File: config.mk
export PLATFORM = sky130hd
export DESIGN_NAME = scroll_line_draw
export DESIGN_NICKNAME = d
export VERILOG_FILES = /design/src/source/gfx_pkg.sv /design/src/source/scroll_line_draw.sv
export SDC_FILE = /design/constraint.sdc
export NUM_CORES = 1
export LEC_CHECK = 0
export BUFFER_PORTS_ARGS = -buffer_cell sky130_fd_sc_hd__buf_2
export CAP_MARGIN = 10
export CORE_AREA = 2 2 83 125
export CTS_BUF_LIST = sky130_fd_sc_hd__clkbuf_4
export DETAILED_ROUTE_END_ITERATION = 10
export DIE_AREA = 0 0 85 127
export HOLD_SLACK_MARGIN = 0.06
export MAX_ROUTING_LAYER = met4
export PLACE_DENSITY_LB_ADDON = 0.25
export SLEW_MARGIN = 10
export SYNTH_ARGS = -nofsm -noshare
export SYNTH_HDL_FRONTEND = slang
export SYNTH_SLANG_ARGS = --single-unit
File: constraint.sdc
create_clock -name clk -period 3 [get_ports clk]
set_clock_uncertainty 0.05 [all_clocks]
set_input_delay 0.3 -clock clk [delete_from_list [all_inputs] [get_ports clk]]
set_output_delay 0.3 -clock clk [all_outputs]
set_load 0.03 [all_outputs]
File: src/source/gfx_pkg.sv
// shared constants and FSM state types for the line renderer
// screen width is fixed at 448 visible pixels, buffers are 512 deep
// colour code 15 marks an empty pixel in every layer

`default_nettype none

package gfx_pkg;

    localparam logic [8:0] MAX_H  = 9'd448; // visible pixels per line
    localparam logic [3:0] TRANSP = 4'd15;  // "no pixel" colour

    // object drawer, one pass per sprite table entry
    typedef enum logic [2:0] {
        obj_idle,
        obj_read_attr,
        obj_read_code,
        obj_read_x,
        obj_fetch,
        obj_paint,
        obj_next
    } obj_state_e;

    // scroll drawer, one pass per tile column
    typedef enum logic [2:0] {
        scr_idle,
        scr_read_map,
        scr_fetch,
        scr_paint,
        scr_next
    } scr_state_e;

    typedef enum logic [1:0] {
        mix_idle,
        mix_wait_layers, // one drawer has finished
        mix_scan,
        mix_flush        // read pipeline draining
    } mix_state_e;

endpackage

`default_nettype wire

File: src/source/scroll_line_draw.sv
// paints one background tile row of MAX_H/8 + 1 tiles, 8x8 pixels each
// vpos and hscroll are sampled on line_start
// every pixel is written, transparent ones too, so no clear is needed

`timescale 1ns/100ps
`default_nettype none

module scroll_line_draw
    import gfx_pkg::*;
(
    input  wire logic        clk,
    input  wire logic        rst,
    input  wire logic        line_start,
    input  wire logic [8:0]  vpos,
    input  wire logic [8:0]  hscroll,
    output logic      [11:0] map_addr,
    input  wire logic [15:0] map_data,
    output logic             scr_rom_cs,
    output logic      [13:0] scr_rom_addr,
    input  wire logic [31:0] scr_rom_data,
    input  wire logic        scr_rom_ok,
    output logic             wr,
    output logic      [8:0]  waddr,
    output logic      [8:0]  wdata,
    output logic             done
);

    localparam logic [5:0] LAST_COL = 6'(MAX_H / 9'd8); // one extra tile for fine scroll

    scr_state_e  state;
    logic [5:0]  col_cnt;
    logic        map_wait;
    logic [2:0]  vfine;    // row inside the tile
    logic [4:0]  pal;
    logic [31:0] pix;
    logic [8:0]  pos;
    logic [2:0]  cnt;

    always_ff @(posedge clk or posedge rst) begin
        if (rst) begin
            state        <= scr_idle;
            col_cnt      <= 6'd0;
            map_wait     <= 1'b0;
            map_addr     <= 12'd0;
            vfine        <= 3'd0;
            pal          <= 5'd0;
            pix          <= 32'd0;
            pos          <= 9'd0;
            cnt          <= 3'd0;
            scr_rom_cs   <= 1'b0;
            scr_rom_addr <= 14'd0;
            wr           <= 1'b0;
            waddr        <= 9'd0;
            wdata        <= 9'd0;
            done         <= 1'b0;
        end else begin
            wr   <= 1'b0;
            done <= 1'b0;
            case (state)
                scr_idle: begin
                    if (line_start) begin
                        map_addr <= {vpos[8:3], hscroll[8:3]};
                        vfine    <= vpos[2:0];
                        pos      <= 9'd0 - {6'd0, hscroll[2:0]};
                        col_cnt  <= 6'd0;
                        map_wait <= 1'b1;
                        state    <= scr_read_map;
                    end
                end
                scr_read_map: begin
                    map_wait <= 1'b0;
                    if (!map_wait) begin
                        pal          <= map_data[15:11];
                        scr_rom_addr <= {map_data[10:0], vfine};
                        scr_rom_cs   <= 1'b1;
                        state        <= scr_fetch;
                    end
                end
                scr_fetch: begin
                    if (scr_rom_ok) begin
                        pix        <= scr_rom_data;
                        scr_rom_cs <= 1'b0;
                        cnt        <= 3'd0;
                        state      <= scr_paint;
                    end
                end
                scr_paint: begin
                    wr    <= 1'b1;
                    waddr <= pos;
                    wdata <= {pal, pix[31], pix[23], pix[15], pix[7]};
                    pix   <= pix << 1;
                    pos   <= pos + 9'd1;
                    cnt   <= cnt + 3'd1;
                    if (cnt == 3'd7) state <= scr_next;
                end
                scr_next: begin
                    if (col_cnt == LAST_COL) begin
                        done  <= 1'b1;
                        state <= scr_idle;
                    end else begin
                        col_cnt       <= col_cnt + 6'd1;
                        map_addr[5:0] <= map_addr[5:0] + 6'd1; // map is 64 tiles wide
                        map_wait      <= 1'b1;
                        state         <= scr_read_map;
                    end
                end
                default: state <= scr_idle;
            endcase
        end
    end

endmodule

`default_nettype wire

==> results of run 1 <==
## per-layer routing
| metal | vias up | GRT usage [%] | part of all wire (%) |
|---|---|---|---|
| met2 | 104 | 36.7 | 53 |
| met3 | 13 | 3.68 | 3.6 |
| li1 | 1921 | - | - |
| met4 | 0 | 8.87 | 1.9 |
| met1 | 1878 | 26.4 | 41 |
| met5 | - | - | 0 |
## stage by stage
step,setup WS [ns],area [sq um]
3_5_place_dp,0.691,5430
3_3_place_gp,0.774,5430
5_1_grt,0.468,6110
4_1_cts,0.662,6110
6_report,0.702,6110
2_1_floorplan,1.33,4740
## report_power, final
part | internal, mW | switching, mW
logic | 1.09 | 1.91
registers | 2.16 | 0.457
clock network | 0.171 | 0.454
total | 3.42 | 2.82
## layout by cell type, fill, tap and decap left out, types with 3 or more instances in the layout
cell type,netlist,layout
a211oi_1,5,5
a21oi_1,6,6
a22o_1,5,5
a2bb2oi_1,4,4
a31oi_1,4,4
buf_2,16,116
buf_4,1,5
clkbuf_4,0,10
dfrtp_1,109,109
dlygate4sd3_1,0,58
ha_1,7,7
inv_1,8,7
mux2_1,3,3
mux2_2,17,17
mux2i_1,4,4
nand2_1,97,97
nand3_1,7,7
nor2_1,68,68
nor3_1,7,7
o21ai_0,17,17
o22ai_1,29,29
o31ai_1,7,7
xnor2_1,3,3
## worst min-delay path, cell delays in order
cell and delay [ns]:
buf_2 0.11, nor2_1 0.10, o31ai_1 0.07
## cell type report
type / instances / share of cell area (%)
clock buffers: 10 / 1.23
diodes: 1 / 0.0409
multi-input cells: 319 / 30.4
flip-flops and latches: 109 / 44.6
repair buffers: 181 / 20.3
clock inverters: 5 / 0.471
well taps: 115 / 2.35
inverters: 9 / 0.614
## registers in the layout (all words and copies together), names as in the netlist, 5 cells and up
| register | flops |
|---|---|
| pos | 9 |
| map_addr | 12 |
| pix | 32 |
| wdata | 9 |
| pal | 5 |
| waddr | 9 |
| col_cnt | 6 |
| scr_rom_addr | 14 |
## cells by family (layout without fill, tap and decap cells)
kind of cell             count (synthesis)  count (layout)  share of synthesized area (%)
buffers and inverters                   34             205                           3.51
flip-flops                             109             109                           57.6
AO/OA/AOI/OAI                           87              87                           12.3
multiplexers                            24              24                           5.60
other                                    0               1                              0
adder cells (fa/ha/maj)                  7               7                           1.85
AND/OR/NAND/NOR                        198             198                           18.6
XOR/XNOR                                 3               3                          0.554
## how the worst min path moves through the flow
stage | from | endpoint | slack (ns)
after floorplan | vpos[7] | map_addr[10] | 0.36
after detailed placement | wdata[1] | wdata[1] | 0.41
after global routing | hscroll[5] | map_addr[2] | 0.09
after global placement | pal[4] | wdata[8] | 0.40
after CTS | hscroll[3] | map_addr[0] | 0.06
final | hscroll[3] | map_addr[0] | 0.10
## Yosys cell counts, types with 3 or more instances
| cell type | instances |
|---|---|
| dfrtp_1 | 109 |
| nand2_1 | 97 |
| nor2_1 | 68 |
| o22ai_1 | 29 |
| mux2_2 | 17 |
| o21ai_0 | 17 |
| buf_2 | 16 |
| inv_1 | 8 |
| ha_1 | 7 |
| nand3_1 | 7 |
| nor3_1 | 7 |
| o31ai_1 | 7 |
| a21oi_1 | 6 |
| a211oi_1 | 5 |
| a22o_1 | 5 |
| clkbuf_1 | 5 |
| a2bb2oi_1 | 4 |
| a31oi_1 | 4 |
| mux2i_1 | 4 |
| mux2_1 | 3 |
| xnor2_1 | 3 |
## what timing repair did
| item | CTS | global route |
|---|---|---|
| endpoints found under the hold margin | 102 | 0 |
| endpoints found under the setup margin | 0 | 0 |
| hold buffers | 58 | 0 |
==> run metrics, run 1 <==
final wirelength 11300 um; # IOs 117; Slew @ Worst Pin 1.03 ns; area leader, netlist dfrtp_1; Crit Path Class flop to flop; CTS max path bufs 2; DRC violations left 0; CP Cell Sequence nand3b_4 > inv_2 > o31ai_1 > a21oi_1 > a311oi_2; Mapped Cells 462; WL/cell 15.0 um; GR Overflow Total 0; Crit path max-delay family flip-flops; clk root buf clkbuf_4; leakage power 2.92 nW; Final Max Tran Viols 0; Die Area 10800 sq um; CP Launch Point state[1]; type of element launching the critical path flop; layout cell share with drive strength beyond 1 26.2%; Fin Hold WS 0.103 ns; crit path buf inv count 1; Sequential Area 2730 sq um; number of global-route vias before repair 3997; Power Total 6.24 mW; worst hold path type input port to flop; Chip Width 85 um; Die H 127 um; TNS Setup 0 ns; VDD IR max 563 uV; Std-Cell Rows 44; CP max stage delay 0.67 ns; Worst-path clk slew 0.16 ns; DRT Pass-1 Iters 4; Crit path arrival time 2.57 ns; register area share after synthesis 57.6%; port buffer count 116; Async S/R FF share, synth 100%; Post-Place Cells 675; Final GP Congestion 0.821; Initial Util 49.2%; Post-synth top flop dfrtp_1; status finished, final reports clean; initial antenna violation count 1; Core Area 9630 sq um; fin crit share 76.6%; pwr/cell area 1020 nW/um^2; first-pass GRT wire length 18500 um; WHS Path Cells 3; relative slew slack 31.1%; Hold Vio Cnt, Final 0; Post-synth EDFFs 0; Num CTS Buffers 9; CP Capture Point pos[8]; Clock Latency Late Sink 0.45 ns; final setup vio count 0; Resized Gates After CTS 0; Post-CTS Setup Bufs 0; Yosys top cell area share 57.6%; fmax 435 MHz; total number of cells along the worst setup path 5; remaining antenna violation count after routing 0; Sink Count 109; GRT Total Usage 22.0%; unrepaired setup endpoints after global routing no; worst reg2reg setup slack 0.70 ns; max-cap violations 0; filler cell count 761; HPWL after DPL 7260 um; nets@finish 706; Final Non-Filler Cells 749; Layout area overhead 29.0%; reg-to-reg startpoint state[1]; reg-to-reg endpoint pos[8]; area of the multi-input gates 1860 sq um; largest net degree at the start of global routing 48; Syn Nets 539; ranking of synthesized cells by area dfrtp_1, nand2_1, nor2_1, mux2_2, o22ai_1; Required @ worst endpoint 3.28 ns; CTS tree yes; iteration-0 DRC count of the detailed router 230; reg2reg path depth 5; fin crit period 2.30 ns; critical path's slowest cell dfrtp_1; final core utilization 63.4%; via count 3916; Crit Path Max Fanout 37; vias per std cell 5.23; Synth Warn # 0; Syn Area/Cell 10.3 sq um; Crit. End Element flop; htree depth 3; synthesized area 4740 sq um; Distinct cells, synth 51; register bit count reported by yosys 109
Note: power is estimated with default switching activity, not from simulation.
==> run 2, diff against run 1 <==
CORE_AREA = 2 2 79 119   (was 2 2 83 125)
DIE_AREA = 0 0 81 121   (was 0 0 85 127)
clock period = 2.35 ns   (was 3 ns; I/O delays follow)
==> run metrics, run 2 (synthesized netlist as in run 1, its figures left out) <==
status finished, final reports clean; top flop regs pix (32), scr_rom_addr (14), map_addr (12); final core utilization 71.4% (+8.0 points); WL/cell 15.3 um (+1.8%); largest net degree at the start of global routing 110 (+130%); Layout area overhead 31.4%; pwr/cell area 1330 nW/um^2 (+30%); clock power share 12.5% (+2.5 points); leading cell type in the layout, fill and taps excluded buf_2; number of global-route vias before repair 4031 (+0.85%); DRT Pass-1 Iters 4 (unchanged); switching share of power 44.4% (-0.82 points); commonest non-fill, non-tap cells in the layout buf_2, dfrtp_1, nand2_1; first-pass GRT wire length 18600 um (+0.33%); Die H 121 um (-4.7%); Crit. End Element flop; fin crit share 90.0% (+13 points); Sink Count 109 (unchanged); Final Max Tran Viols 0 (unchanged); Core Area 8720 sq um (-9.5%); type of element launching the critical path flop; VDD IR max 837 uV (+49%); initial antenna violation count 0 (-1); unrepaired setup endpoints after global routing no; iteration-0 DRC count of the detailed router 309 (+34%); # IOs 117 (unchanged); final wirelength 11500 um (+2.2%); fmax 473 MHz (+8.7%); Crit Path Max Fanout 32 (-14%); Required @ worst endpoint 2.62 ns (-0.66 ns); CTS tree yes; Clock Latency Late Sink 0.44 ns (about the same); vias per std cell 5.44 (+4.1%); Die Area 9800 sq um (-9.2%); Power Total 8.29 mW (+33%); GRT Total Usage 25.3% (+3.3 points); WHS Path Cells 3 (unchanged); layout cell share with drive strength beyond 1 26.3% (+0.10 points); final setup vio count 0 (unchanged); remaining antenna violation count after routing 0 (unchanged); filler cell count 649 (-15%); worst hold path type input port to flop; relative slew slack 62.1% (+31 points); number of flip-flops in the largest register 32 (unchanged); Slew @ Worst Pin 0.568 ns (-0.463 ns); Num CTS Buffers 9 (unchanged); reg-to-reg endpoint pos[8]; TNS Setup 0 ns (unchanged); clk root buf clkbuf_4; fin crit period 2.11 ns (-0.184 ns); Chip Width 81 um (-4.7%); port buffer count 116 (unchanged); Crit path arrival time 2.39 ns (-0.18 ns); DRC violations left 0 (unchanged); max-cap violations 0 (unchanged); Worst-path clk slew 0.16 ns (about the same); Comb pwr share 47.0% (-1.1 points); register with the most flip-flops pix; htree depth 3 (unchanged); Min-Delay Endpoint pos[4]; Crit Path Class flop to flop; Std-Cell Rows 42 (-4.5%); Post-CTS Setup Bufs 0 (unchanged); P_sw 3.68 mW (+30%); Final Non-Filler Cells 752 (+0.40%); via count 4091 (+4.5%); sequential power share 40.5% (-1.4 points); GR Overflow Total 0 (unchanged); internal power 4.61 mW (+35%); worst reg2reg setup slack 0.24 ns (-0.47 ns); Hold Vio Cnt, Final 0 (unchanged); Initial Util 54.3% (+5.1 points); reg2reg path depth 5 (unchanged); nets@finish 714 (+1.1%); Hold Crit Start hscroll[1]; number of diodes 0 (-1); HPWL after DPL 7160 um (-1.4%); reg-to-reg startpoint state[1]; leakage power 2.97 nW (+1.9%); Final GP Congestion 0.817 (-0.46%); CTS max path bufs 2 (unchanged); Post-Place Cells 671 (-0.59%)
[run 2: cell count changes in the layout (fill, tap and decap cells not counted), sizes merged]
cell	before	now
clkinv	4	2
dlygate4sd3	58	65
diode	1	0
clkbuf	10	9
buf	123	124
bufinv	0	2
inv	8	10
[run 2: layout make-up]
type | instances | area [sq um] | area share (%)
Multi-Input combinational cell | 319 | 1860 | 29.8
Inverter | 9 | 37.5 | 0.603
Clock buffer | 9 | 67.6 | 1.08
Tap cell | 110 | 138 | 2.21
Clock inverter | 7 | 97.6 | 1.57
Sequential cell | 109 | 2730 | 43.8
Timing Repair Buffer | 189 | 1300 | 20.9
[run 2: how the worst max path moves through the flow]
stage	startpoint	end	depth (start not counted)
after global placement	state[2]	pos[8]	5
after floorplan	state[0]	pos[7]	5
after CTS	state[1]	pos[8]	5
after detailed placement	state[1]	pos[8]	5
after global routing	state[1]	pos[8]	5
final	state[1]	pos[8]	5
[run 2: through the flow]
step / hold WS (ns) / worst slack [ns] / instance area, sq um
after floorplan: 0.290 / 0.681 / 4740
after global placement: 0.376 / 0.358 / 5410
after detailed placement: 0.381 / 0.243 / 5410
after CTS: 0.0862 / 0.233 / 6230
after global routing: 0.101 / 0.0182 / 6230
final: 0.126 / 0.236 / 6230
[run 2: what timing repair did]
item / CTS / global route
gates resized for setup: 0 / 0
hold buffers: 65 / 0
endpoints found under the hold margin: 173 / 0
[run 2: power by group through the flow]
stage               Sequential, mW  Combinational, mW  Clock (mW)
detailed placement            3.38               3.81           0
global route                  3.46               4.29        1.15
CTS                           3.34               3.90        1.08
global placement              3.34               3.67           0
finish                        3.36               3.90        1.04
floorplan                     4.01               2.14           0
[run 2: worst max-delay path, cell delays in order, from the launching register on]
cell and delay, ns:
dfrtp_1 0.68, nand3b_4 0.34, inv_2 0.49, o31ai_1 0.17, a21oi_1 0.20, a311oi_2 0.06
[run 2: layer usage]
layer,vias up,part of all wire [%],wire (um),global-route usage (%)
li1,1950,-,-,-
met3,38,4.2,488,5.13
met4,0,3.7,429,11.9
met5,-,0,0,-
met1,1977,38,4430,29.1
met2,126,54,6170,42.0
