File: src/source/gfx_pkg.sv
// shared constants and FSM state types for the line renderer
// screen width is fixed at 448 visible pixels, buffers are 512 deep
// colour code 15 marks an empty pixel in every layer

`default_nettype none

package gfx_pkg;

    localparam logic [8:0] MAX_H  = 9'd448; // visible pixels per line
    localparam logic [3:0] TRANSP = 4'd15;  // "no pixel" colour

    // object drawer, one pass per sprite table entry
    typedef enum logic [2:0] {
        obj_idle,
        obj_read_attr,
        obj_read_code,
        obj_read_x,
        obj_fetch,
        obj_paint,
        obj_next
    } obj_state_e;

    // scroll drawer, one pass per tile column
    typedef enum logic [2:0] {
        scr_idle,
        scr_read_map,
        scr_fetch,
        scr_paint,
        scr_next
    } scr_state_e;

    typedef enum logic [1:0] {
        mix_idle,
        mix_wait_layers, // one drawer has finished
        mix_scan,
        mix_flush        // read pipeline draining
    } mix_state_e;

endpackage

`default_nettype wire

File: src/source/layer_mixer.sv
// waits for both done pulses, in any order, then reads both buffers
// first pixel leaves 2 cycles after the scan starts, then MAX_H in a row
// a non-transparent object pixel wins and sets bit 9 of pix_data

`timescale 1ns/100ps
`default_nettype none

module layer_mixer
    import gfx_pkg::*;
(
    input  wire logic       clk,
    input  wire logic       rst,
    input  wire logic       obj_done,
    input  wire logic       scr_done,
    output logic      [8:0] raddr,
    output logic            rd,
    input  wire logic [8:0] obj_rdata,
    input  wire logic [8:0] scr_rdata,
    output logic            pix_valid,
    output logic      [8:0] pix_x,
    output logic      [9:0] pix_data,
    output logic            line_done
);

    mix_state_e state;
    logic       obj_seen;
    logic       scr_seen;
    logic       both;
    logic       rd_q;      // buffer data valid this cycle
    logic [8:0] x_q;

    assign both = (obj_seen | obj_done) & (scr_seen | scr_done);
    assign rd   = state == mix_scan;

    always_ff @(posedge clk or posedge rst) begin
        if (rst) begin
            state     <= mix_idle;
            obj_seen  <= 1'b0;
            scr_seen  <= 1'b0;
            raddr     <= 9'd0;
            rd_q      <= 1'b0;
            pix_valid <= 1'b0;
            line_done <= 1'b0;
        end else begin
            obj_seen  <= obj_seen | obj_done;
            scr_seen  <= scr_seen | scr_done;
            rd_q      <= rd;
            pix_valid <= rd_q;
            line_done <= pix_valid & ~rd_q; // right after the last pixel
            case (state)
                mix_idle, mix_wait_layers: begin
                    if (both) begin
                        obj_seen <= 1'b0;
                        scr_seen <= 1'b0;
                        raddr    <= 9'd0;
                        state    <= mix_scan;
                    end else if (obj_done || scr_done) begin
                        state <= mix_wait_layers;
                    end
                end
                mix_scan: begin
                    raddr <= raddr + 9'd1;
                    if (raddr == MAX_H - 9'd1) state <= mix_flush;
                end
                mix_flush: if (pix_valid && !rd_q) state <= mix_idle;
                default: state <= mix_idle;
            endcase
        end
    end

    always_ff @(posedge clk) begin
        x_q   <= raddr;
        pix_x <= x_q;
        if (obj_rdata[3:0] != TRANSP) pix_data <= {1'b1, obj_rdata};
        else                          pix_data <= {1'b0, scr_rdata};
    end

endmodule

`default_nettype wire

File: config.mk
export PLATFORM = sky130hd
export DESIGN_NAME = layer_mixer
export DESIGN_NICKNAME = d
export VERILOG_FILES = /design/src/source/gfx_pkg.sv /design/src/source/layer_mixer.sv
export SDC_FILE = /design/constraint.sdc
export NUM_CORES = 1
export LEC_CHECK = 0
export BUFFER_PORTS_ARGS = -buffer_cell sky130_fd_sc_hd__buf_4
export CELL_PAD_IN_SITES_DETAIL_PLACEMENT = 0
export CELL_PAD_IN_SITES_GLOBAL_PLACEMENT = 1
export CORE_ASPECT_RATIO = 1.1
export CORE_MARGIN = 2
export CORE_UTILIZATION = 33
export CTS_CLUSTER_DIAMETER = 200
export DETAILED_ROUTE_END_ITERATION = 8
export GPL_ROUTABILITY_DRIVEN = 0
export GPL_TIMING_DRIVEN = 1
export PLACE_DENSITY = 0.73
export SKIP_LAST_GASP = 1
export SYNTH_ARGS = -nofsm -noshare
export SYNTH_HDL_FRONTEND = slang
export SYNTH_SLANG_ARGS = --single-unit
File: constraint.sdc
create_clock -name clk -period 1.25 [get_ports clk]
set_input_delay 0 -clock clk [delete_from_list [all_inputs] [get_ports clk]]
set_output_delay 0 -clock clk [all_outputs]
set_load 0.1 [all_outputs]
==> impl_metrics.py, run 1 <==
metrics = {
    "sta": {
        "worst_slack_ns": -0.0942,
        "hold_violations": 0,
        "tns_ns": -0.391,
        "worstMarginPinSlew_ns": 0.627,
        "slew_viol_final": 0,
        "setup_viol": 6,
        "skew_ns": 0.00657,
        "grt_setup_unrepaired": "yes",
        "max_slew_margin_pct": 58.2,
        "fin_crit_ns": 1.34,
        "final.period_utilization_pct": 108,
        "fmax_ghz": 0.744,
    },
    "worst_setup_path": {
        "worstReg2RegStart": "raddr[1]$_DFFE_PP0P_",
        "crit_required_ns": 1.45,
        "crit_fanout": 5,
        "cp-start-kind": "flip-flop",
        "end_kind": "flip-flop",
        "r2r_slack_ns": -0.09,
        "path_class": "reg2reg",
        "arrival_ns": 1.55,
        "reg2reg_to": "raddr[8]$_DFFE_PP0P_",
        "r2r_cells": 4,
    },
    "global_route": {
        "grt_pass1_vias": 1214,
        "grt_antenna_before_repair": 0,
        "grtUsageTotal_pct": 14.4,
        "grt_max_degree": 17,
        "grt-ovfl-total": 0,
        "grt_pass1_wl_um": 5200,
    },
    "clock_network": {
        "clock-sinks": 44,
        "cts_buffer_depth": 2,
        "clkLatencyLatePin_ns": 0.29,
        "clk_pin_slew_ns": 0.08,
        "htree_levels": 2,
        "tritoncts": "yes",
        "numCtsBuffers": 5,
        "clock-root-buffer": "clkbuf_8",
    },
    "final_layout": {
        "fin_cells": 276,
        "fillers": 389,
        "n_antenna_cell": 0,
        "area_growth_pct": 69.7,
        "layout-drive-gt1-share_pct": 49.5,
        "nets": 244,
    },
    "min_path": {
        "holdCritPathClass": "in2reg",
        "min_from": "obj_rdata[0]",
        "whs_endpoint": "pix_data[3]$_DFF_P_",
        "holdPathStages": 3,
    },
    "status": {
        "status": "complete, but fails checks",
        "violations": "setup timing",
    },
    "yosys": {
        "async_flop_share_pct": 36.4,
        "syn-num-nets": 144,
        "synth-edff-count": 0,
        "ys.flop_type": "dfxtp_1",
        "ys_types": 33,
        "syn_avg_cell_area_um2": 12.2,
        "netlist_area_um2": 1480,
        "ys.warnings.count": 0,
        "ys_seq_area_share_pct": 65.0,
        "syn_inst": 121,
        "synth-seq-cells": 44,
    },
    "die": {
        "std_cell_rows": 25,
        "die_height_um": 74.2,
        "core-area_um2": 4320,
        "io_pins": 53,
        "dieArea_um2": 5030,
        "initial_core_util_pct": 34.2,
        "die_w_um": 67.8,
    },
    "place": {
        "dp.cells": 242,
        "hpwl_um": 2430,
        "port-buffer-count": 52,
    },
    "job": {
        "maxCapViolations": 0,
    },
    "routing": {
        "dr.first_iter.drc_count": 37,
        "routed_wl_um": 3600,
        "routedWlPerCell_um": 13.0,
        "dr_total_vias": 1299,
        "detail-route-antenna-nets": 0,
        "via_per_inst": 4.71,
        "drt_first_pass_iters": 4,
        "drc": 0,
    },
}
-- state kept, by name, summed over array words and instances, names as in the netlist --
register / cells
scr_seen: 1
obj_seen: 1
pix_x: 9
line_done: 1
pix_data: 10
rd_q: 1
state: 2
x_q: 9
raddr: 9
pix_valid: 1
-- stage by stage --
step / hold slack [ns] / util [%] / instance area (µm²) / worst slack [ns]
2_1_floorplan: -0.0865 / - / 1530 / -0.356
3_3_place_gp: 0.109 / 48.6 / 2100 / -0.0594
3_5_place_dp: 0.121 / 48.6 / 2100 / -0.105
4_1_cts: 0.0328 / 56.7 / 2450 / -0.101
5_1_grt: 0.0293 / 58.1 / 2510 / -0.136
6_report: 0.0383 / 58.1 / 2510 / -0.0942
-- critical path: stages (launching register included) --
cell	delay [ns]
dfrtp_4	0.44
ha_4	0.15
nand3_4	0.09
or4_1	0.48
o211ai_1	0.10
-- kinds of logic after synthesis --
| kind of cell | synth area share [%] |
|---|---|
| compound gates | 11.1 |
| xor+xnor | 1.19 |
| fa+ha+maj | 0.847 |
| buf+inv | 4.83 |
| flops | 65.0 |
| mux | 5.16 |
| simple gates | 11.9 |
-- cells in the mapped netlist, types with 2 or more instances --
cell type | number | area, µm²
inv_1 | 13 | 48.8
xnor2_1 | 2 | 17.5
o21ai_0 | 4 | 20.0
nand4_1 | 3 | 18.8
a21oi_1 | 2 | 10.0
dfxtp_1 | 28 | 561
o22ai_1 | 2 | 12.5
nand2_1 | 4 | 15.0
or4_1 | 3 | 22.5
buf_6 | 2 | 22.5
nor2_1 | 8 | 30.0
o31a_1 | 2 | 17.5
dfrtp_1 | 16 | 400
nand3_1 | 2 | 10.0
o211ai_1 | 7 | 52.6
mux2_2 | 5 | 56.3
mux2i_1 | 2 | 20.0
-- cell type report --
class | instances | area (µm²) | share of cell area [%]
Timing Repair Buffer | 95 | 815 | 32.5
Multi-Input combinational cell | 62 | 505 | 20.2
Inverter | 13 | 52.6 | 2.10
Tap cell | 54 | 67.6 | 2.69
Sequential cell | 44 | 986 | 39.3
Clock buffer | 7 | 76.3 | 3.04
Clock inverter | 1 | 5.00 | 0.200
-- cell usage in the layout (no fill, tap or decap), drive strengths merged --
| master | instances |
|---|---|
| nor2 | 8 |
| buf | 74 |
| or2 | 1 |
| a21boi | 1 |
| a31oi | 1 |
| nor2b | 1 |
| dfxtp | 28 |
| nand4 | 3 |
| nand2b | 1 |
| and2b | 2 |
| dlygate4sd3 | 21 |
| o21ai | 5 |
| ha | 1 |
| clkinv | 1 |
| inv | 12 |
| mux2 | 5 |
| a21oi | 2 |
| clkbuf | 7 |
| o31a | 2 |
| nand3 | 3 |
| nor4 | 1 |
| o22ai | 2 |
| o41a | 1 |
| clkinvlp | 1 |
| a2bb2oi | 1 |
| xnor2 | 2 |
| dfrtp | 16 |
| o211ai | 8 |
| or4 | 4 |
| mux2i | 2 |
| nand2 | 4 |
| or3b | 1 |
-- worst max path at each step --
| stage | from | endpoint | slack (ns) | cells past startpoint |
|---|---|---|---|---|
| final | raddr[1]$_DFFE_PP0P_ | raddr[8]$_DFFE_PP0P_ | -0.09 | 4 |
| after global routing | raddr[0]$_DFFE_PP0P_ | raddr[7]$_DFFE_PP0P_ | -0.14 | 3 |
| after CTS | raddr[1]$_DFFE_PP0P_ | raddr[8]$_DFFE_PP0P_ | -0.10 | 4 |
| after detailed placement | raddr[1]$_DFFE_PP0P_ | raddr[6]$_DFFE_PP0P_ | -0.10 | 4 |
| after global placement | raddr[1]$_DFFE_PP0P_ | raddr[6]$_DFFE_PP0P_ | -0.06 | 4 |
| after floorplan | state[1]$_DFFE_PP0P_ | raddr[7]$_DFFE_PP0P_ | -0.36 | 6 |
-- layer usage --
metal	wire length, µm	GRT usage (%)
met3	279	4.99
met4	51	5.33
met1	1480	14.8
met2	1790	26.5
met5	0	0
-- timing repair --
item,4_1_cts,5_1_grt
buffers inserted,5,0
pin swaps,2,3
endpoints found under the hold margin,27,0
hold buffers,21,0
gates resized for setup,6,16
setup endpoints to repair,9,12
Power of run 1 is not shown: default switching activity piles up to over one toggle a cycle in this logic, so the estimate is an artifact.
==> run 2, diff against run 1 <==
--- a/config.mk
+++ b/config.mk
@@ -10,13 +10,14 @@
 export CELL_PAD_IN_SITES_GLOBAL_PLACEMENT = 1
 export CORE_ASPECT_RATIO = 1.1
 export CORE_MARGIN = 2
-export CORE_UTILIZATION = 33
+export CORE_UTILIZATION = 39
 export CTS_CLUSTER_DIAMETER = 200
 export DETAILED_ROUTE_END_ITERATION = 8
 export GPL_ROUTABILITY_DRIVEN = 0
 export GPL_TIMING_DRIVEN = 1
-export PLACE_DENSITY = 0.73
+export PLACE_DENSITY = 0.81
 export SKIP_LAST_GASP = 1
+export SLEW_MARGIN = 20
 export SYNTH_ARGS = -nofsm -noshare
 export SYNTH_HDL_FRONTEND = slang
 export SYNTH_SLANG_ARGS = --single-unit
==> constraint.sdc (replaced) <==
create_clock -name clk -period 1.6 [get_ports clk]
set_input_delay 0 -clock clk [delete_from_list [all_inputs] [get_ports clk]]
set_output_delay 0 -clock clk [all_outputs]
set_load 0.1 [all_outputs]
==> run 2 against run 1 <==
The flow now finishes without violations. Die area shrank 15%. Routed wire length shrank 7.0%. Worst setup slack gained 0.25 ns. Utilization grew 4.7 points. Non-clock buffer count shrank 21. Cell count shrank 9.1%. Clock skew shrank 0.0034 ns. First-iteration DRC count grew 30%. Global-route usage grew 2.0 points. Via count shrank 7.9%. Register-to-register slack gained 0.25 ns. Largest cell class unchanged.
==> impl_metrics.py, run 2 (synthesis results as in run 1) <==
metrics = {
    "status": {
        "status": "completed",
    },
    "die": {
        "die_height_um": 68.6,
        "std_cell_rows": 23,
        "dieArea_um2": 4300,
        "io_pins": 53,
        "core-area_um2": 3630,
        "die_w_um": 62.7,
        "initial_core_util_pct": 40.8,
    },
    "final_layout": {
        "n_antenna_cell": 0,
        "regMostFlops": "pix_data",
        "layout-drive-gt1-share_pct": 41.3,
        "mostFrequentLayoutCells": "53 x buf_4, 28 x dfxtp_1, 21 x dlygate4sd3_1",
        "largest_reg_flops": 10,
        "fin_util_pct": 62.8,
        "final_common_cell": "buf_4",
        "nets": 223,
        "area_growth_pct": 54.1,
    },
    "clock_network": {
        "clock-root-buffer": "clkbuf_8",
        "tritoncts": "yes",
        "clk_pin_slew_ns": 0.08,
        "hold_buffers": 21,
        "clkLatencyLatePin_ns": 0.29,
        "cts.repair.resized": 0,
        "htree_levels": 2,
        "post-cts-setup-buffer-count": 0,
        "clock-sinks": 44,
        "cts_buffer_depth": 2,
        "numCtsBuffers": 5,
    },
    "place": {
        "hpwl_um": 2180,
        "port-buffer-count": 52,
    },
    "worst_setup_path": {
        "cp-start-kind": "flip-flop",
        "path_class": "reg2out",
        "arrival_ns": 1.44,
        "worstReg2RegStart": "raddr[1]$_DFFE_PP0P_",
        "r2r_slack_ns": 0.16,
        "reg2reg_to": "raddr[8]$_DFFE_PP0P_",
        "r2r_cells": 4,
        "crit_fanout": 9,
        "crit_required_ns": 1.60,
        "end_kind": "output port",
    },
    "routing": {
        "drt_first_pass_iters": 4,
        "routed_wl_um": 3350,
        "routedWlPerCell_um": 13.3,
        "drc": 0,
        "detail-route-antenna-nets": 0,
        "dr_total_vias": 1197,
        "via_per_inst": 4.77,
        "dr.first_iter.drc_count": 48,
    },
    "min_path": {
        "holdPathStages": 2,
        "holdCritPathClass": "in2reg",
        "min_from": "obj_rdata[0]",
        "whs_endpoint": "pix_data[9]$_DFF_P_",
    },
    "sta": {
        "hold_violations": 0,
        "worstMarginPinSlew_ns": 0.622,
        "slew_viol_final": 0,
        "fin_crit_ns": 1.44,
        "max_slew_margin_pct": 58.5,
        "whs_ns": 0.133,
        "skew_ns": 0.00312,
        "final.period_utilization_pct": 90.3,
        "setup_viol": 0,
        "grt_setup_unrepaired": "no",
        "fmax_ghz": 0.692,
    },
    "global_route": {
        "grt_pass1_wl_um": 5350,
        "grt-ovfl-total": 0,
        "grt_pass1_vias": 1148,
        "grt_max_degree": 17,
        "grtUsageTotal_pct": 16.4,
        "grt_antenna_before_repair": 0,
    },
    "job": {
        "maxCapViolations": 0,
    },
}
-- run 2: cell count changes in the layout (fill, tap and decap cells not counted), sizes merged --
cell and change:
buf -21
-- run 2: how the worst max path moves through the flow --
stage	start	endpoint	slack (ns)
finish	state[1]$_DFFE_PP0P_	rd	0.16
global route	state[1]$_DFFE_PP0P_	rd	0.05
CTS	state[1]$_DFFE_PP0P_	rd	0.15
detailed placement	raddr[0]$_DFFE_PP0P_	raddr[8]$_DFFE_PP0P_	0.18
global placement	raddr[1]$_DFFE_PP0P_	raddr[8]$_DFFE_PP0P_	0.24
floorplan	state[1]$_DFFE_PP0P_	raddr[5]$_DFFE_PP0P_	-0.01
-- run 2: per-layer routing --
| metal | global-route usage (%) | wire length, µm | vias up |
|---|---|---|---|
| met3 | 5.68 | 191 | 6 |
| li1 | - | - | 579 |
| met4 | 8.06 | 55 | 0 |
| met5 | 0 | 0 | - |
| met2 | 29.2 | 1670 | 46 |
| met1 | 17.9 | 1430 | 566 |
-- run 2: metrics by stage --
stage / cells / TNS [ns] / cell area (µm²) / setup slack (ns)
finish: 251 / 0 / 2280 / 0.155
global placement: 222 / 0 / 1950 / 0.240
global route: 251 / 0 / 2280 / 0.0526
detailed placement: 222 / 0 / 1950 / 0.178
CTS: 251 / 0 / 2280 / 0.147
floorplan: 121 / -0.0466 / 1510 / -0.0138
-- run 2: critical path: stages (launching register included) --
cell and delay, ns:
dfrtp_1 0.53, nand2b_4 0.14, clkinvlp_4 0.17, buf_4 0.31
-- run 2: layout make-up --
class,count,area [µm²]
clock buffers,7,108
fillers,309,1350
inverters,13,52.6
multi-input cells,62,458
well taps,50,62.6
flip-flops and latches,44,980
repair buffers,74,608
clock inverters,1,8.76
Power of run 2 is left out for the same reason.
==> run 3, diff against run 2 <==
--- a/config.mk
+++ b/config.mk
@@ -16,6 +16,7 @@
 export GPL_ROUTABILITY_DRIVEN = 0
 export GPL_TIMING_DRIVEN = 1
 export PLACE_DENSITY = 0.81
+export REMOVE_ABC_BUFFERS = 1
 export SKIP_LAST_GASP = 1
 export SLEW_MARGIN = 20
 export SYNTH_ARGS = -nofsm -noshare
==> run 3 against run 2 <==
Sequential share of layout area down 0.82 points. Critical endpoint unchanged. Highest routed layer unchanged. First-iteration DRC count is 31% lower. Critical path depth did not move. Die area is the same. Critical path type unchanged. Utilization up 0.069 points. Cell count increased by 1.6%. Flip-flop and latch count is the same. Hold slack got worse by 0.0011 ns. Via count fell by 1.9%. Design area is 0.11% higher.
==> impl_metrics.py, run 3 (synthesis results as in run 1) <==
metrics = {
    "status": {
        "status": "completed",
    },
    "worst_setup_path": {
        "slowest_delay_ns": 0.45,
        "worst_path_max_delay_cell": "dfrtp_1",
        "crit_required_ns": 1.60,
        "reg2reg_to": "raddr[6]$_DFFE_PP0P_",
        "r2r_slack_ns": 0.18,
        "startpoint": "state[0]$_DFFE_PP0P_",
        "cp-endpoint": "rd",
        "crit_family": "buffers and inverters",
        "end_kind": "output port",
        "path_cells": "nand2b_4 > inv_1 > buf_6",
        "arrival_ns": 1.45,
        "worstPathBufferInverterCount": 2,
        "cp_num_cells": 3,
        "crit_fanout": 9,
        "cp-start-kind": "flip-flop",
        "worstReg2RegStart": "raddr[1]$_DFFE_PP0P_",
        "path_class": "reg2out",
        "r2r_cells": 4,
    },
    "clock_network": {
        "clock-root-buffer": "clkbuf_8",
        "clkLatencyLatePin_ns": 0.29,
        "tritoncts": "yes",
        "numCtsBuffers": 5,
        "htree_levels": 2,
        "cts_buffer_depth": 2,
        "clock-sinks": 44,
        "clk_pin_slew_ns": 0.08,
    },
    "routing": {
        "routedWlPerCell_um": 12.7,
        "via_per_inst": 4.60,
        "dr.first_iter.drc_count": 33,
        "drc": 0,
        "dr_total_vias": 1174,
        "detail-route-antenna-nets": 0,
        "drt_first_pass_iters": 4,
        "routed_wl_um": 3250,
    },
    "die": {
        "die_height_um": 68.6,
        "die_w_um": 62.7,
        "initial_core_util_pct": 40.8,
        "core-area_um2": 3630,
        "dieArea_um2": 4300,
        "io_pins": 53,
        "std_cell_rows": 23,
    },
    "sta": {
        "max_slew_margin_pct": 58.2,
        "setup_viol": 0,
        "tns_ns": 0,
        "fmax_ghz": 0.687,
        "skew_ns": 0.00661,
        "grt_setup_unrepaired": "no",
        "final.period_utilization_pct": 90.9,
        "worstMarginPinSlew_ns": 0.626,
        "hold_violations": 0,
        "slew_viol_final": 0,
        "fin_crit_ns": 1.45,
    },
    "global_route": {
        "grt_max_degree": 17,
        "grt.met1_usage_pct": 18.2,
        "grt_antenna_before_repair": 0,
        "met3_usage_pct": 6.01,
        "met2_usage_pct": 29.6,
        "busiest_layer": "met2",
        "grt-ovfl-total": 0,
        "grtUsageTotal_pct": 16.4,
        "grt_pass1_vias": 1158,
        "grt_pass1_wl_um": 5350,
    },
    "final_layout": {
        "layout-drive-gt1-share_pct": 37.1,
        "fin_cells": 255,
        "nets": 227,
        "largest_reg_flops": 10,
        "mostFrequentLayoutCells": "55 x buf_4, 28 x dfxtp_1, 22 x dlygate4sd3_1",
        "final_common_cell": "buf_4",
        "area_growth_pct": 54.3,
        "regMostFlops": "pix_data",
        "n_antenna_cell": 0,
    },
    "place": {
        "hpwl_um": 2160,
        "port-buffer-count": 52,
        "dp.cells": 225,
    },
    "min_path": {
        "holdCritPathClass": "in2reg",
    },
    "job": {
        "maxCapViolations": 0,
    },
}
-- run 3: what timing repair did --
action,in CTS,in global routing
endpoints found under the hold margin,27,0
buffers inserted,0,0
setup endpoints to repair,0,1
hold buffers,22,0
gates resized for setup,0,2
-- run 3: worst min-delay path by stage --
stage / slack, ns / endpoint / from / cells past startpoint
CTS: 0.14 / pix_data[9]$_DFF_P_ / obj_rdata[0] / 2
floorplan: -0.09 / line_done$_DFF_PP0_ / rst / 1
global placement: 0.11 / pix_valid$_DFF_PP0_ / rst / 2
global route: 0.15 / pix_data[9]$_DFF_P_ / obj_rdata[0] / 2
detailed placement: 0.13 / raddr[8]$_DFFE_PP0P_ / rst / 2
finish: 0.13 / pix_data[9]$_DFF_P_ / obj_rdata[0] / 2
-- run 3: stage by stage --
step / hold WS (ns) / worst slack (ns) / cell area (µm²) / util, %
5_1_grt: 0.153 / 0.0546 / 2280 / 62.9
2_1_floorplan: -0.0863 / -0.528 / 1460 / -
3_5_place_dp: 0.127 / 0.204 / 1940 / 53.5
3_3_place_gp: 0.109 / 0.264 / 1940 / 53.5
4_1_cts: 0.138 / 0.0365 / 2270 / 62.7
6_report: 0.131 / 0.145 / 2280 / 62.9
-- run 3: cell type report --
class	count	area, µm²
clock buffer	7	108
clock inverter	1	8.76
fill	322	1350
inverter	13	48.8
multi-input combinational	62	445
sequential	44	962
tap	50	62.6
timing repair buffer	78	644
-- run 3: metal layers --
layer | vias up | wire length [µm]
met2 | 48 | 1620
met1 | 535 | 1350
met5 | - | 0
met4 | 0 | 48
met3 | 6 | 226
li1 | 585 | -
Power of run 3 is left out for the same reason.
